File: src/logic/desc_params.svh
`ifndef DESC_PARAMS_SVH
`define DESC_PARAMS_SVH

// number of descriptor slots in the queue
`define DESC_QUEUE_DEPTH 16

// pointer width, enough to index every slot
`define DESC_ADDR_W 4

// 1 makes the memory model drive X on the cycle after a cycle without a read
`define DESC_X_ON_IDLE 1

`endif

File: src/logic/desc_pkg.sv
`default_nettype none

// ------------------------------
// descriptor payload types
// ------------------------------

package desc_pkg;

  // opcode carried in the top nibble of every descriptor
  typedef enum logic [3:0] {
    DESC_OP_READ  = 4'h0,
    DESC_OP_WRITE = 4'h1,
    DESC_OP_FLUSH = 4'h2,
    DESC_OP_NOP   = 4'hf
  } desc_op_t;

  // one queued descriptor, 56 bits with the opcode in the msbs
  typedef struct packed {
    desc_op_t    op;
    logic [11:0] len;
    // byte address of the buffer the descriptor points at
    logic [31:0] buf_addr;
    // free tag that the consumer uses to match completions
    logic [7:0]  tag;
  } desc_t;

  // width of a descriptor as a flat memory word
  localparam int DESC_W = $bits(desc_t);

endpackage

`default_nettype wire

File: src/logic/queue_pkg.sv
`default_nettype none

`include "desc_params.svh"

// ------------------------------
// queue fill state and errors
// ------------------------------

package queue_pkg;

  // occupancy runs from 0 up to the full depth, so one bit more than a pointer
  typedef logic [`DESC_ADDR_W:0] queue_count_t;

  // occupancy value that means the queue is full
  localparam queue_count_t QUEUE_FULL_COUNT = queue_count_t'(`DESC_QUEUE_DEPTH);

  // status bundle seen by the consumer side
  // count, full and empty are levels that follow the registered count
  // overflow and underflow are one cycle pulses after the offending strobe
  typedef struct packed {
    queue_count_t count;
    logic         full;
    logic         empty;
    logic         overflow;
    logic         underflow;
  } queue_status_t;

endpackage

`default_nettype wire

File: src/logic/desc_fifo_ctrl.sv
`default_nettype none

`include "desc_params.svh"

// pointer, occupancy and status control for the descriptor queue
// turns plain push and pop strobes into write and read strobes on the
// latch-array memory and registers the pop valid and error pulses
module desc_fifo_ctrl
  import queue_pkg::*;
(
  input  wire logic                    clk,
  input  wire logic                    reset,
  input  wire logic                    push,
  input  wire logic                    pop,
  output logic                         wen,
  output logic                         ren,
  output logic      [`DESC_ADDR_W-1:0] wadr,
  output logic      [`DESC_ADDR_W-1:0] radr,
  output logic                         pop_valid,
  output queue_status_t                status
);

  // last slot index, where the pointers wrap back to zero
  localparam logic [`DESC_ADDR_W-1:0] LAST_SLOT = `DESC_ADDR_W'(`DESC_QUEUE_DEPTH - 1);

  // ------------------------------
  // state
  // ------------------------------

  logic [`DESC_ADDR_W-1:0] wr_ptr;
  logic [`DESC_ADDR_W-1:0] rd_ptr;
  queue_count_t            count;

  // registered pulses
  logic pop_valid_q;
  logic overflow_q;
  logic underflow_q;

  // fill levels follow straight from the registered count
  logic full;
  logic empty;

  // strobes that were accepted this cycle
  logic push_ok;
  logic pop_ok;

  // next occupancy
  queue_count_t count_nxt;

  assign full  = (count == QUEUE_FULL_COUNT);
  assign empty = (count == '0);

  // ------------------------------
  // acceptance
  // ------------------------------

  // a pop needs something stored
  assign pop_ok = pop & ~empty;

  // a push needs a free slot, or the slot freed by a pop in the same cycle
  // when full both pointers are equal and the memory still hands the old
  // word to the pop because its write lands one edge later
  assign push_ok = push & (~full | pop_ok);

  // memory strobes go out in the same cycle as the accepted strobe
  assign wen  = push_ok;
  assign wadr = wr_ptr;
  assign ren  = pop_ok;
  assign radr = rd_ptr;

  // occupancy only moves when exactly one side was accepted
  always_comb begin
    count_nxt = count;
    case ({push_ok, pop_ok})
      2'b10:   count_nxt = count + 1'b1;
      2'b01:   count_nxt = count - 1'b1;
      default: count_nxt = count;
    endcase
  end

  // ------------------------------
  // pointer and count registers
  // ------------------------------

  always_ff @(posedge clk) begin
    if (reset) begin
      wr_ptr <= '0;
      rd_ptr <= '0;
      count  <= '0;
    end else begin
      // wrap explicitly so a depth that is not a power of two still works
      if (push_ok) begin
        wr_ptr <= (wr_ptr == LAST_SLOT) ? '0 : wr_ptr + 1'b1;
      end
      if (pop_ok) begin
        rd_ptr <= (rd_ptr == LAST_SLOT) ? '0 : rd_ptr + 1'b1;
      end
      count <= count_nxt;
    end
  end

  // ------------------------------
  // pulses
  // ------------------------------

  // the memory output is valid one cycle after the read strobe, so the
  // valid pulse is the accepted pop delayed by one register
  // overflow covers a push refused while full, underflow a pop while empty
  always_ff @(posedge clk) begin
    if (reset) begin
      pop_valid_q <= 1'b0;
      overflow_q  <= 1'b0;
      underflow_q <= 1'b0;
    end else begin
      pop_valid_q <= pop_ok;
      overflow_q  <= push & ~push_ok;
      underflow_q <= pop & empty;
    end
  end

  assign pop_valid = pop_valid_q;

  always_comb begin
    status           = '0;
    status.count     = count;
    status.full      = full;
    status.empty     = empty;
    status.overflow  = overflow_q;
    status.underflow = underflow_q;
  end

  // ------------------------------
  // checks
  // ------------------------------

  // equal pointers mean empty or full, so a read on equal pointers
  // is only legal when the count says the queue is full
  a_no_read_when_empty : assert property (@(posedge clk) disable iff (reset)
    ren |-> (rd_ptr != wr_ptr || count == QUEUE_FULL_COUNT))
    else $error("read strobe issued while the queue is empty");

  // a write on equal pointers needs an empty queue or a pop beside it
  a_no_write_when_full : assert property (@(posedge clk) disable iff (reset)
    wen |-> (wr_ptr != rd_ptr || count == '0 || ren))
    else $error("write strobe issued while full without a matching pop");

  // occupancy stays inside the array
  a_count_bound : assert property (@(posedge clk) disable iff (reset)
    count <= QUEUE_FULL_COUNT)
    else $error("count %0d exceeds depth", count);

endmodule

`default_nettype wire

File: src/logic/desc_queue.sv
`default_nettype none

`include "desc_params.svh"

// descriptor queue top
// the control block owns pointers and status, the latch-array model holds
// the descriptors as flat words of the descriptor width
module desc_queue
  import desc_pkg::*;
  import queue_pkg::*;
(
  input  wire logic  clk,
  input  wire logic  reset,
  input  wire logic  push,
  input  wire desc_t push_desc,
  input  wire logic  pop,
  input  wire logic  mem_wr_disable,
  output desc_t      pop_desc,
  output logic       pop_valid,
  output queue_status_t status
);

  // ------------------------------
  // control to memory wires
  // ------------------------------

  logic                    mem_wen;
  logic                    mem_ren;
  logic [`DESC_ADDR_W-1:0] mem_wadr;
  logic [`DESC_ADDR_W-1:0] mem_radr;

  // raw memory word, recast to a descriptor on the way out
  logic [DESC_W-1:0]       mem_dout;

  desc_fifo_ctrl u_ctrl (
    .clk       (clk),
    .reset     (reset),
    .push      (push),
    .pop       (pop),
    .wen       (mem_wen),
    .ren       (mem_ren),
    .wadr      (mem_wadr),
    .radr      (mem_radr),
    .pop_valid (pop_valid),
    .status    (status)
  );

  // descriptor goes in as its packed bits, opcode in the msbs
  lamb_1r1w_mem #(
    .DEPTH        (`DESC_QUEUE_DEPTH),
    .DWIDTH       (DESC_W),
    .X_ON_NOT_REN (`DESC_X_ON_IDLE)
  ) u_mem (
    .clk            (clk),
    .wen            (mem_wen),
    .ren            (mem_ren),
    .mem_wr_disable (mem_wr_disable),
    .wadr           (mem_wadr),
    .radr           (mem_radr),
    .wdata          (push_desc),
    .dout           (mem_dout)
  );

  // only meaningful while pop_valid is high
  assign pop_desc = desc_t'(mem_dout);

endmodule

`default_nettype wire

File: src/logic/lamb_1r1w_mem.sv
`default_nettype none

// one read, one write latch-array memory model
// the write path is staged for one cycle before it lands in the array,
// so a read address registered in the same cycle as the write still
// sees the old contents of the slot
module lamb_1r1w_mem #(
  parameter int DEPTH        = 16,
  parameter int DWIDTH       = 32,
  parameter int X_ON_NOT_REN = 1
) (
  input  wire logic                                    clk,
  input  wire logic                                    wen,
  input  wire logic                                    ren,
  input  wire logic                                    mem_wr_disable,
  input  wire logic [((DEPTH > 1) ? $clog2(DEPTH) : 1)-1:0] wadr,
  input  wire logic [((DEPTH > 1) ? $clog2(DEPTH) : 1)-1:0] radr,
  input  wire logic [DWIDTH-1:0]                       wdata,
  output logic      [DWIDTH-1:0]                       dout
);

  localparam int AWIDTH = (DEPTH > 1) ? $clog2(DEPTH) : 1;

  logic [DEPTH-1:0][DWIDTH-1:0] mem_array;

  // staged write, captured at the strobe and applied one edge later
  logic              wen_q;
  logic [AWIDTH-1:0] wadr_q;
  logic [DWIDTH-1:0] wdata_q;

  // registered read address and the idle flag for the X policy
  logic [AWIDTH-1:0] radr_q;
  logic              do_x;

  // ------------------------------
  // write side
  // ------------------------------

  // the write disable test control masks the strobe here, the caller's
  // pointers keep moving so the slot simply keeps its previous word
  always_ff @(posedge clk) begin
    wen_q   <= wen & ~mem_wr_disable;
    wadr_q  <= wadr;
    wdata_q <= wdata;
  end

  always_ff @(posedge clk) begin
    if (wen_q) begin
      mem_array[wadr_q] <= wdata_q;
    end
  end

  // ------------------------------
  // read side
  // ------------------------------

  // the address only moves on a read, do_x marks the cycle after an idle one
  always_ff @(posedge clk) begin
    if (ren) begin
      radr_q <= radr;
      do_x   <= 1'b0;
    end else begin
      do_x   <= (X_ON_NOT_REN != 0);
    end
  end

  // output is the addressed word, poisoned after idle cycles when asked
  assign dout = do_x ? {DWIDTH{1'bx}} : mem_array[radr_q];

  // an enabled address must fall inside the array, which matters once
  // the depth is not a power of two
  a_wadr_in_range : assert property (@(posedge clk) wen |-> (int'(wadr) < DEPTH))
    else $error("write address %0d beyond depth %0d", wadr, DEPTH);

  a_radr_in_range : assert property (@(posedge clk) ren |-> (int'(radr) < DEPTH))
    else $error("read address %0d beyond depth %0d", radr, DEPTH);

endmodule

`default_nettype wire

File: config.mk
export PLATFORM = sky130hd
export DESIGN_NAME = desc_queue
export DESIGN_NICKNAME = d
export VERILOG_FILES = /design/src/logic/desc_pkg.sv /design/src/logic/queue_pkg.sv /design/src/logic/desc_fifo_ctrl.sv /design/src/logic/desc_queue.sv /design/src/logic/lamb_1r1w_mem.sv
export VERILOG_INCLUDE_DIRS = /design/src /design/src/logic
export SDC_FILE = /design/constraint.sdc
export NUM_CORES = 1
export LEC_CHECK = 0
export BUFFER_PORTS_ARGS = -buffer_cell sky130_fd_sc_hd__buf_2
export CELL_PAD_IN_SITES_DETAIL_PLACEMENT = 1
export CELL_PAD_IN_SITES_GLOBAL_PLACEMENT = 1
export CORE_UTILIZATION = 59
export DETAILED_ROUTE_END_ITERATION = 12
export GPL_TIMING_DRIVEN = 0
export PLACE_DENSITY_LB_ADDON = 0.1
export REMOVE_ABC_BUFFERS = 1
export SLEW_MARGIN = 20
export SYNTH_ARGS = -nofsm -noshare
export SYNTH_HDL_FRONTEND = slang
export SYNTH_SLANG_ARGS = --single-unit
File: constraint.sdc
create_clock -name clk -period 15.6 [get_ports clk]
set_clock_uncertainty 0.2 [all_clocks]
set_input_delay 0.78 -clock clk [delete_from_list [all_inputs] [get_ports clk]]
set_output_delay 0.78 -clock clk [all_outputs]
set_load 0.01 [all_outputs]
Word level (Yosys, flattened, before mapping)
Cells that the tools add are included.
{"block": "word_totals", "reg_bits": 978, "output_inout_bits": 66}
{"block": "classes", "add_sub_neg": 4, "n_bitwise": 10, "n_mux": 10, "n_reduce_logical": 3, "order_cmp": 3, "eq_ne": 5}
{"cell": "$bwmux 896", "n": 1}
{"cell": "$bmux 56 s4", "n": 1}
{"cell": "$demux 56 s4", "n": 1}
{"cell": "$mux 56", "n": 3}
{"cell": "$lt 4x5->1 const B", "n": 2}
{"cell": "$pmux 5 s2", "n": 1}
{"cell": "$add 4x1->4 const B", "n": 2}
{"cell": "$eq 4x4->1 const B", "n": 2}
{"cell": "$mux 4", "n": 2}
{"cell": "$add 5x1->5 const B", "n": 1}
{"cell": "$and 1x1->1", "n": 5}
{"cell": "$eq 5x5->1 const B", "n": 1}
{"cell": "$logic_not 5->1", "n": 1}
{"cell": "$sub 5x1->5 const B", "n": 1}
{"cell": "$ge 4x1->1 const B", "n": 1}
{"cell": "$not 1->1", "n": 4}
{"cell": "$eq 2x1->1 const B", "n": 1}
{"cell": "$eq 2x2->1 const B", "n": 1}
{"cell": "$reduce_bool 2->1", "n": 1}
{"cell": "$logic_and 1x1->1", "n": 1}
{"cell": "$mux 1", "n": 1}
{"cell": "$or 1x1->1", "n": 1}

Depth between registers and ports, before layout
Gate-level depths: netlist (run 1).
{"block": "logic_depth", "ltp_word": 7, "ltp_mapped": 9}

By module
From an unflattened synthesis (run 1), not the netlist that was laid out.
{"block": "hier_totals", "hier_cells": 1569, "hier_area_um2": 35885.7}
{"module": "lamb_1r1w_mem", "seq_area_each_um2": 28247.1, "cells_per_inst": 1455, "instances": 1, "area_per_inst_um2": 34902.2}
{"module": "desc_fifo_ctrl", "seq_area_each_um2": 320.3, "cells_per_inst": 114, "instances": 1, "area_per_inst_um2": 983.4}

Worst setup path before layout (run 1)
OpenSTA, ideal clock, no wires.
{"block": "synth_path", "path_kind": "register to register", "from": "reg, netlist name u_mem.wadr_q[1]", "to": "reg u_mem.mem_array[0] (netlist name), enable pin", "synth_period_minus_slack_ns": 6.681, "path_buffers": 1, "arrival_time_ns": 5.873, "slack_ns": 8.919, "stages_incl_launch_ff": 3, "path_cell_list": "dfxtp_1 > clkbuf_1 > nor4_1"}
{"item": "end signal: indexed assignment", "line_no": "lamb_1r1w_mem.sv:49", "rtl": "mem_array[wadr_q] <= wdata_q;"}
{"item": "end: declaration", "line_no": "lamb_1r1w_mem.sv:24", "rtl": "logic [DEPTH-1:0][DWIDTH-1:0] mem_array;"}

==> run metrics, run 1 <==
# rows 89; total track usage 0.321; Worst EP required 14.62 ns; RSZ-0062 raised after global routing false; register area share after synthesis 0.798; power density over cell area 161 nW/um^2; max_slew headroom 0.335; Worst Hold Class in -> reg; Core Footprint 59500 um^2; GP Congestion 0.701; mux share of post-synthesis cell area 0.142; share of cells above drive strength 1 0.360; Syn. warnings 0; Fin. Hold Viols 0; Post-Syn Area 35800 um^2; H-tree depth 3; WL/cell 34.6 um; setup violators final 0; syn avg cell area 22.8 um^2; most frequent cells in the layout edfxtp_1, mux4_2, buf_2; vias in the first global route 19443; clk root buf clkbuf_16; Resize count post-CTS 0; CTS tree done; Period minus WS final 5.15 ns; Setup Crit Path Kind reg -> out; cells after synthesis 1572; Worst Setup End Kind output pin; IO buf count 126; remaining antenna violation count 0; largest family of logic cells by synthesized area multiplexers; Post-CTS Setup Inserts 0; setup TNS 0 ns; Layout area overhead 19.6%; asr flop ratio synth 0; status completed; fmax 0.194 GHz; Die X-Extent 248 um; Post-synth EDFFs 900; Post-Synth XOR/XNOR Area 0.000734; nets 1963; setup slack after placement 11.09 ns; fillers 4511; worst setup margin 10.45 ns; library cells used by synthesis 46; slew at the pin with the worst max-slew slack 0.990 ns; die height 248 um; HPWL Detailed 57400 um; Max Cap Viol 0; Seq cells post-synth 977; Max clock buf depth 3; routed via count 18271; commonest non-fill, non-tap cell in the layout edfxtp_1; first-pass GRT wire length 137000 um; most frequently used flop master after synthesis edfxtp_1; diode count 0; simple-gate share of the synthesized area 0.0165; CTS Hold Buffers Added 1; grt ovf 0; Final Max Tran Viols 0; Clock transition at path regs 0.07 ns; Residual DRC 0; initial antenna violation count 2; Starting Density 0.602; Crit path arrival time 4.17 ns; first-pass iteration count of the detailed router 6; Adder-Cell Fraction of Synth Area 0.00231; CTS Sinks 977; Max IR drop VDD 0.114 mV; I/O pin cnt 127; largest net degree at the start of global routing 34; Compound-Gate Fraction of Synth Area 0.0293; period utilization 0.330; cts bufs inserted 94; drt first-iter violations 2192; Startpoint Class register; number of vias per cell 6.65; die area 61600 um^2; Post-Route WL 95100 um; P_leak 14.3 nW; clock latency at the later pin of the worst-skew pair 0.64 ns; crit-path max FO 10
[registers in the layout, summed over array words and instances, names as in the netlist]
| register | flops |
|---|---|
| u_ctrl.wadr | 4 |
| u_mem.wadr_q | 4 |
| u_ctrl.underflow_q | 1 |
| u_ctrl.radr | 4 |
| u_mem.wdata_q | 56 |
| u_mem.wen_q | 1 |
| u_mem.mem_array | 896 |
| u_mem.radr_q | 4 |
| u_ctrl.count | 5 |
| u_ctrl.pop_valid | 1 |
| u_ctrl.overflow_q | 1 |
[routing by layer]
metal / share of wire / track usage
met5: 0.00012 / 0
met4: 0.030 / 0.104
met3: 0.083 / 0.0706
met2: 0.50 / 0.522
met1: 0.39 / 0.438
[worst paths after layout]
check / cells past startpoint / end / from / slack, ns
setup / recovery: 14 / pop_desc[12] / u_mem.radr_q[0] / 10.45
hold / removal: 1 / u_mem.wdata_q[45] / push_desc[45] / 0.03
setup reg to reg: 7 / u_mem.mem_array[257] / u_mem.wadr_q[2] / 12.43
hold reg to reg: 0 / u_mem.wadr_q[1] / u_ctrl.wadr[1] / 0.19
[metrics by stage]
| step | cells | total power, W | instance area, um^2 | util | hold slack [ns] |
|---|---|---|---|---|---|
| global route | 2747 | 0.00710 | 42800 | 0.720 | 0.00751 |
| floorplan | 1489 | 0.00417 | 35400 | - | 0.164 |
| finish | 2747 | 0.00691 | 42800 | 0.720 | 0.0339 |
| global placement | 2388 | 0.00477 | 37000 | 0.622 | 0.177 |
| detailed placement | 2572 | 0.00457 | 39600 | 0.666 | 0.186 |
| CTS | 2747 | 0.00694 | 42800 | 0.720 | 0.000724 |
[cells by family after synthesis]
| family | count (synthesis) |
|---|---|
| compound gates | 138 |
| xor+xnor | 3 |
| fa+ha+maj | 6 |
| buf+inv | 88 |
| flops | 977 |
| mux | 227 |
| simple gates | 133 |
[cell usage after synthesis (all sizes together) (2+ instances only)]
cell type / number / area (um^2)
nand3: 6 / 30.0
a22oi: 112 / 841
a31oi: 2 / 12.5
nor2: 19 / 71.3
nor2b: 5 / 31.3
nor3: 12 / 60.1
inv: 5 / 21.3
nor4: 3 / 18.8
ha: 5 / 62.6
buf: 34 / 183
nand2b: 6 / 37.5
or2: 2 / 12.5
o21a: 2 / 15.0
dfxtp: 77 / 1540
nand2: 72 / 270
mux2i: 2 / 20.0
and2: 2 / 12.5
nor3b: 2 / 20.0
o211ai: 2 / 15.0
edfxtp: 900 / 27000
mux4: 224 / 5040
xor2: 2 / 17.5
a21oi: 6 / 30.0
o22ai: 2 / 12.5
o21ai: 6 / 63.8
clkbuf: 49 / 184
[layout make-up]
cell class	instances	area, um^2	area share
Sequential cell	977	28600	0.667
Multi-Input combinational cell	507	6950	0.162
Timing Repair Buffer	311	3110	0.0727
Clock buffer	130	2660	0.0622
Tap cell	773	967	0.0226
Clock inverter	44	527	0.0123
Inverter	5	21.3	0.000497
[report_power, final]
part           internal, W  switching [W]  total, W
Combinational     0.000772       0.000796   0.00157
Sequential         0.00290      0.0000723   0.00298
Clock              0.00138       0.000986   0.00236
Total              0.00505        0.00185   0.00691
[critical path, cell delays in order, from the launching register on]
cell and delay (ns):
edfxtp_1 0.77, buf_8 0.24, buf_8 0.17, buf_8 0.17, buf_16 0.17, buf_16 0.16, buf_8 0.19, buf_16 0.17
buf_8 0.17, buf_16 0.16, buf_8 0.15, mux4_2 0.51, a22oi_1 0.22, nand2_1 0.11, buf_2 0.15
(Power assumes the default switching activity.)
==> run 2, diff against run 1 <==
--- a/config.mk
+++ b/config.mk
@@ -9,7 +9,7 @@
 export BUFFER_PORTS_ARGS = -buffer_cell sky130_fd_sc_hd__buf_2
 export CELL_PAD_IN_SITES_DETAIL_PLACEMENT = 1
 export CELL_PAD_IN_SITES_GLOBAL_PLACEMENT = 1
-export CORE_UTILIZATION = 59
+export CORE_UTILIZATION = 49
 export DETAILED_ROUTE_END_ITERATION = 12
 export GPL_TIMING_DRIVEN = 0
 export PLACE_DENSITY_LB_ADDON = 0.1
==> constraint.sdc (replaced) <==
create_clock -name clk -period 4.6 [get_ports clk]
set_clock_uncertainty 0.2 [all_clocks]
set_input_delay 0.23 -clock clk [delete_from_list [all_inputs] [get_ports clk]]
set_output_delay 0.23 -clock clk [all_outputs]
set_load 0.01 [all_outputs]
==> run 2 against run 1 <==
Net effect:
- via count is 3.2% lower
- non-clock buffer count increased by 92
- sequential cell count unchanged
- clock power rose to 3.5 times the previous value
- hold slack worse by 0.0032 ns
- highest routed layer unchanged
==> run metrics, run 2 (synthesis results as in run 1) <==
status completed; setup violators final 0 (unchanged); RSZ-0062 raised after global routing false; Max clock buf depth 3 (unchanged); Core Footprint 71900 um^2 (+21%); R2R Path End u_mem.mem_array[14]; Crit path arrival time 3.81 ns (-0.36 ns); Period minus WS final 4.24 ns; largest net degree at the start of global routing 30 (-12%); commonest non-fill, non-tap cell in the layout edfxtp_1; total track usage 0.241 (-0.0801); Setup Crit Path Kind reg -> out; die height 272 um (+9.7%); post-route cell area 44000 um^2 (+2.8%); reg2reg start u_mem.wadr_q[0]; cells along the critical path buf_8 -> buf_8 -> buf_16 -> buf_8 -> buf_8 -> buf_8 -> buf_8 -> buf_8 -> mux4_2 -> a22oi_1 -> nand2_1 -> buf_2; # rows 98 (+10%); Startpoint Class register; hold path startpoint push_desc[21]; power density over cell area 533 nW/um^2 (+230%); Worst Hold Class in -> reg; clk root buf clkbuf_16; Die X-Extent 272 um (+9.7%); CP peak stage delay 0.73 ns (-0.04 ns); first-pass iteration count of the detailed router 5 (-1); cts bufs inserted 99 (+5.3%); CP top delay family buffers and inverters; Post-Route WL 87400 um (-8.1%); CTS tree done; Layout area overhead 23.0%; Worst Hold End u_mem.wdata_q[21]; biggest regs u_mem.mem_array: 896 flops, u_mem.wdata_q: 56 flops, u_ctrl.count: 5 flops; Fin. Hold Viols 0 (unchanged); IO buf count 126 (unchanged); slew at the pin with the worst max-slew slack 0.843 ns (-0.146 ns); Clock transition at path regs 0.06 ns (about the same); H-tree depth 3 (unchanged); period utilization 0.921; initial antenna violation count 3 (+1); post-layout util 0.612 (-0.107); Final Max Tran Viols 0 (unchanged); Max IR drop VDD 0.354 mV (+210%); FF-to-FF setup slack 1.61 ns (-10.82 ns); Reg2Reg Depth 7 (unchanged); WL/cell 28.9 um (-17%); Max stage delay cell, worst path edfxtp_1; Hold Path Stages 2 (+1); crit-path most repeated cell buf_8; Crit path buffers/inverters 9 (-2); grt ovf 0 (unchanged); nets 2060 (+4.9%); crit-path max FO 10 (unchanged); fmax 0.236 GHz; CTS Sinks 977 (unchanged); max_slew headroom 0.435 (+0.100); die area 74100 um^2 (+20%); fillers 6007 (+33%); Max Cap Viol 0 (unchanged); most frequent cells in the layout edfxtp_1, mux4_2, buf_2; share of cells above drive strength 1 0.348 (-0.0112); Starting Density 0.498 (-0.104); Worst EP required 4.17 ns (-10.45 ns); vias in the first global route 19341 (-0.52%); register with the most flip-flops u_mem.mem_array; clock latency at the later pin of the worst-skew pair 0.64 ns (about the same); P_leak 14.7 nW (+3.0%); Post-CTS Setup Inserts 0 (unchanged); Residual DRC 0 (unchanged); routed via count 17687 (-3.2%); placed inst area 39800 um^2 (+0.61%); max reg flops 896 (unchanged); number of vias per cell 5.85 (-12%); GP Congestion 0.696 (-0.83%); HPWL Detailed 57400 um (about the same); Worst Setup End Kind output pin; remaining antenna violation count 0 (unchanged); I/O pin cnt 127 (unchanged); drt first-iter violations 1611 (-27%); first-pass GRT wire length 128000 um (-6.4%)
[run 2: changes by cell type in the layout (fill, tap and decap cells not counted), sizes merged]
cell / previous run / this run
inv: 7 / 10
diode: 0 / 1
clkinv: 28 / 32
buf: 310 / 319
dlygate4sd3: 1 / 84
bufinv: 11 / 13
[run 2: layout make-up]
| type | count | area (um^2) | area share |
|---|---|---|---|
| Sequential cell | 977 | 28600 | 0.649 |
| Multi-Input combinational cell | 507 | 6950 | 0.158 |
| Timing Repair Buffer | 403 | 3970 | 0.0901 |
| Clock buffer | 130 | 2700 | 0.0613 |
| Tap cell | 950 | 1190 | 0.0270 |
| Clock inverter | 53 | 614 | 0.0140 |
| Inverter | 5 | 21.3 | 0.000483 |
| Antenna cell | 1 | 2.50 | 0.0000569 |
[run 2: how the worst max path moves through the flow]
| stage | depth (start not counted) | to | from | slack (ns) |
|---|---|---|---|---|
| 2_1_floorplan | 3 | pop_desc[54] | u_mem.radr_q[0] | -5.54 |
| 3_3_place_gp | 4 | pop_desc[53] | u_mem.radr_q[0] | -10.40 |
| 3_5_place_dp | 12 | pop_desc[19] | u_mem.radr_q[0] | 0.89 |
| 4_1_cts | 12 | pop_desc[19] | u_mem.radr_q[0] | 0.21 |
| 5_1_grt | 12 | pop_desc[33] | u_mem.radr_q[0] | 0.06 |
| 6_report | 12 | pop_desc[33] | u_mem.radr_q[0] | 0.36 |
[run 2: worst reg2reg max path: cells and delay by family (launching register included)]
kind	cells	cell delay (ns)
buffers and inverters	5	1.12
flip-flops	1	0.33
AND/OR/NAND/NOR	2	1.04
[run 2: through the flow]
step,TNS [ns],hold slack [ns],total power [W],setup slack [ns],instances
final,0,0.0307,0.0235,0.362,3026
after global routing,0,0.0284,0.0243,0.0614,3025
after CTS,0,0.00563,0.0237,0.209,3025
after detailed placement,0,0.134,0.0155,0.890,2758
after global placement,-5432.46,0.132,0.0145,-10.40,2565
after floorplan,-776.83,0.0577,0.0136,-5.54,1489
[run 2: layer usage]
metal	part of all wire	track usage	vias to the layer above
met1	0.43	0.343	9494
met3	0.059	0.0405	110
met5	0.00039	0	-
met2	0.50	0.392	574
met4	0.016	0.0582	6
li1	-	-	7503
[run 2: repair_timing]
item / CTS / global route
gates resized for setup: 0 / 0
hold buffers: 84 / 0
endpoints found under the hold margin: 77 / 0
[run 2: report_power, final]
part           switching, W  total, W  internal [W]  leakage, nW
Combinational       0.00259   0.00522       0.00263         4.35
Sequential         0.000208    0.0101       0.00985         8.75
Clock               0.00333   0.00818       0.00485         1.62
Total               0.00613    0.0235        0.0173         14.7
==> run 3, diff against run 2 <==
--- a/config.mk
+++ b/config.mk
@@ -9,7 +9,8 @@
 export BUFFER_PORTS_ARGS = -buffer_cell sky130_fd_sc_hd__buf_2
 export CELL_PAD_IN_SITES_DETAIL_PLACEMENT = 1
 export CELL_PAD_IN_SITES_GLOBAL_PLACEMENT = 1
-export CORE_UTILIZATION = 49
+export CORE_UTILIZATION = 55
+export CTS_BUF_LIST = sky130_fd_sc_hd__clkbuf_16
 export DETAILED_ROUTE_END_ITERATION = 12
 export GPL_TIMING_DRIVEN = 0
 export PLACE_DENSITY_LB_ADDON = 0.1
==> constraint.sdc (replaced) <==
create_clock -name clk -period 4.8 [get_ports clk]
set_clock_uncertainty 0.2 [all_clocks]
set_input_delay 0.24 -clock clk [delete_from_list [all_inputs] [get_ports clk]]
set_output_delay 0.24 -clock clk [all_outputs]
set_load 0.01 [all_outputs]
==> run 3 against run 2 <==
Net effect:
- routed wire length rose by 0.83%
- cell area is 1.4% lower
- register-to-register slack better by 0.10 ns
- via count rose by 1.8%
- cell count down 4.0%
- global-route usage grew 3.3 points
- largest power group unchanged
- worst setup slack gained 0.50 ns
==> run metrics, run 3 (synthesis results as in run 1) <==
I/O pin cnt 127 (unchanged); HPWL Detailed 56200 um (-2.0%); first-pass GRT wire length 130000 um (+1.3%); # rows 93 (-5.1%); CTS Sinks 977 (unchanged); Register Area 28600 um^2 (unchanged); Clk pwr share 0.337 (-0.012); remaining antenna violation count 0 (unchanged); slew at the pin with the worst max-slew slack 0.943 ns (+0.0999 ns); Core Footprint 64300 um^2 (-10%); largest net degree at the start of global routing 38 (+27%); crit-path max FO 11 (+1); Die X-Extent 257 um (-5.6%); Crit path arrival time 3.50 ns (-0.31 ns); nets 2033 (-1.3%); first-pass iteration count of the detailed router 5 (unchanged); setup violators final 0 (unchanged); worst setup margin 0.861 ns (+0.499 ns); most frequent cells in the layout edfxtp_1, mux4_2, buf_2; Fin. Hold Viols 0 (unchanged); multi-input logic area 6950 um^2 (unchanged); register with the most flip-flops u_mem.mem_array; drt first-iter violations 1820 (+13%); status completed; Clock transition at path regs 0.06 ns (about the same); vias in the first global route 19512 (+0.88%); biggest regs u_mem.mem_array: 896 flops, u_mem.wdata_q: 56 flops, u_ctrl.count: 5 flops; WL/cell 30.3 um (+5.0%); CP peak stage delay 0.76 ns (+0.03 ns); CP top delay family buffers and inverters; power density over cell area 508 nW/um^2 (-4.8%); crit-path most repeated cell buf_8; Startpoint Class register; setup slack after placement 1.45 ns (+0.555 ns); clk root buf clkbuf_16; H-tree depth 3 (unchanged); RSZ-0062 raised after global routing false; Flop pwr share 0.438 (+0.009); post-route cell area 43400 um^2 (-1.4%); Resize count post-CTS 0 (unchanged); Worst EP required 4.36 ns (+0.19 ns); placed inst area 39500 um^2 (-0.76%); clock latency at the later pin of the worst-skew pair 0.66 ns (+0.02 ns); post-layout util 0.674 (+0.0621); Worst Setup End Kind output pin; number of vias per cell 6.20 (+6.0%); routed via count 18010 (+1.8%); max reg flops 896 (unchanged); cts bufs inserted 98 (-1.0%); Residual DRC 0 (unchanged); CTS tree done; Setup Crit Path Kind reg -> out; Net Sw Frac 0.269 (+0.00768); cells along the critical path buf_8 -> buf_8 -> buf_8 -> buf_8 -> buf_8 -> mux4_2 -> a22oi_1 -> nand2_1 -> buf_2; commonest non-fill, non-tap cell in the layout edfxtp_1; max_slew headroom 0.368 (-0.0670); Post-Route WL 88100 um (+0.83%); fmax 0.254 GHz; Max IR drop VDD 0.310 mV (-12%); GP Congestion 0.699 (+0.42%); NetSw 0.00592 W (-3.3%); Max stage delay cell, worst path edfxtp_1; share of cells above drive strength 1 0.338 (-0.0102); total track usage 0.274 (+0.0330); initial antenna violation count 5 (+2); Max Cap Viol 0 (unchanged); Starting Density 0.556 (+0.0581); die area 66100 um^2 (-11%); P_int 0.0161 W (-7.1%); Layout area overhead 21.3%; period utilization 0.821; Final Max Tran Viols 0 (unchanged); Period minus WS final 3.94 ns; Worst Hold Class in -> reg; grt ovf 0 (unchanged); P_leak 14.6 nW (-0.83%); die height 257 um (-5.6%); Max clock buf depth 3 (unchanged); Post-CTS Setup Inserts 0 (unchanged); Crit path buffers/inverters 6 (-3); IO buf count 126 (unchanged); combinational cell fraction of total power 0.225 (+0.002); fillers 5099 (-15%)
-- run 3: cell count changes in the layout (fill, tap and decap cells not counted), sizes merged --
cell | before | now
dlygate4sd3 | 84 | 71
clkinv | 32 | 39
diode | 1 | 2
bufinv | 13 | 9
buf | 319 | 306
inv | 10 | 39
clkbuf | 130 | 98
-- run 3: layout make-up --
type                    instances  area share
diodes                          2    0.000115
clock buffers                  98      0.0565
clock inverters                85      0.0159
inverters                       5    0.000490
multi-input cells             507       0.160
flip-flops and latches        977       0.658
well taps                     855      0.0246
repair buffers                377      0.0841
-- run 3: metal layers --
metal | up-vias | wire length [um] | track usage
li1 | 7447 | - | -
met1 | 9724 | 35900 | 0.378
met2 | 700 | 45300 | 0.460
met3 | 135 | 5070 | 0.0397
met4 | 4 | 1830 | 0.0772
met5 | - | 31 | 0
-- run 3: final timing paths --
path                           to  cells past startpoint  slack [ns]       startpoint
max reg2reg  u_mem.mem_array[495]                      7        1.71  u_mem.wadr_q[3]
min             u_mem.wdata_q[50]                      2        0.02    push_desc[50]
min reg2reg       u_mem.wadr_q[3]                      0        0.20   u_ctrl.wadr[3]
max                  pop_desc[35]                      9        0.86  u_mem.radr_q[0]
-- run 3: stage by stage --
step                      hold WS [ns]  setup TNS (ns)  total power (W)  std cells
final                           0.0193               0           0.0220       2906
after floorplan                 0.0677         -654.19           0.0131       1489
after global placement           0.142        -4919.96           0.0139       2470
after detailed placement         0.144               0           0.0147       2650
after global routing            0.0170               0           0.0227       2906
after CTS                     0.000162               0           0.0222       2904
-- run 3: power by group through the flow --
stage          Combinational (W)  Sequential, W  Clock [W]
3_3_place_gp             0.00366         0.0103          0
2_1_floorplan            0.00289         0.0102          0
4_1_cts                  0.00501        0.00965    0.00751
3_5_place_dp             0.00489        0.00983          0
5_1_grt                  0.00527        0.00967    0.00779
6_report                 0.00495        0.00965    0.00743
-- run 3: what timing repair did --
action,CTS,global route
endpoints found under the setup margin,0,0
hold buffers,71,0
endpoints found under the hold margin,77,0
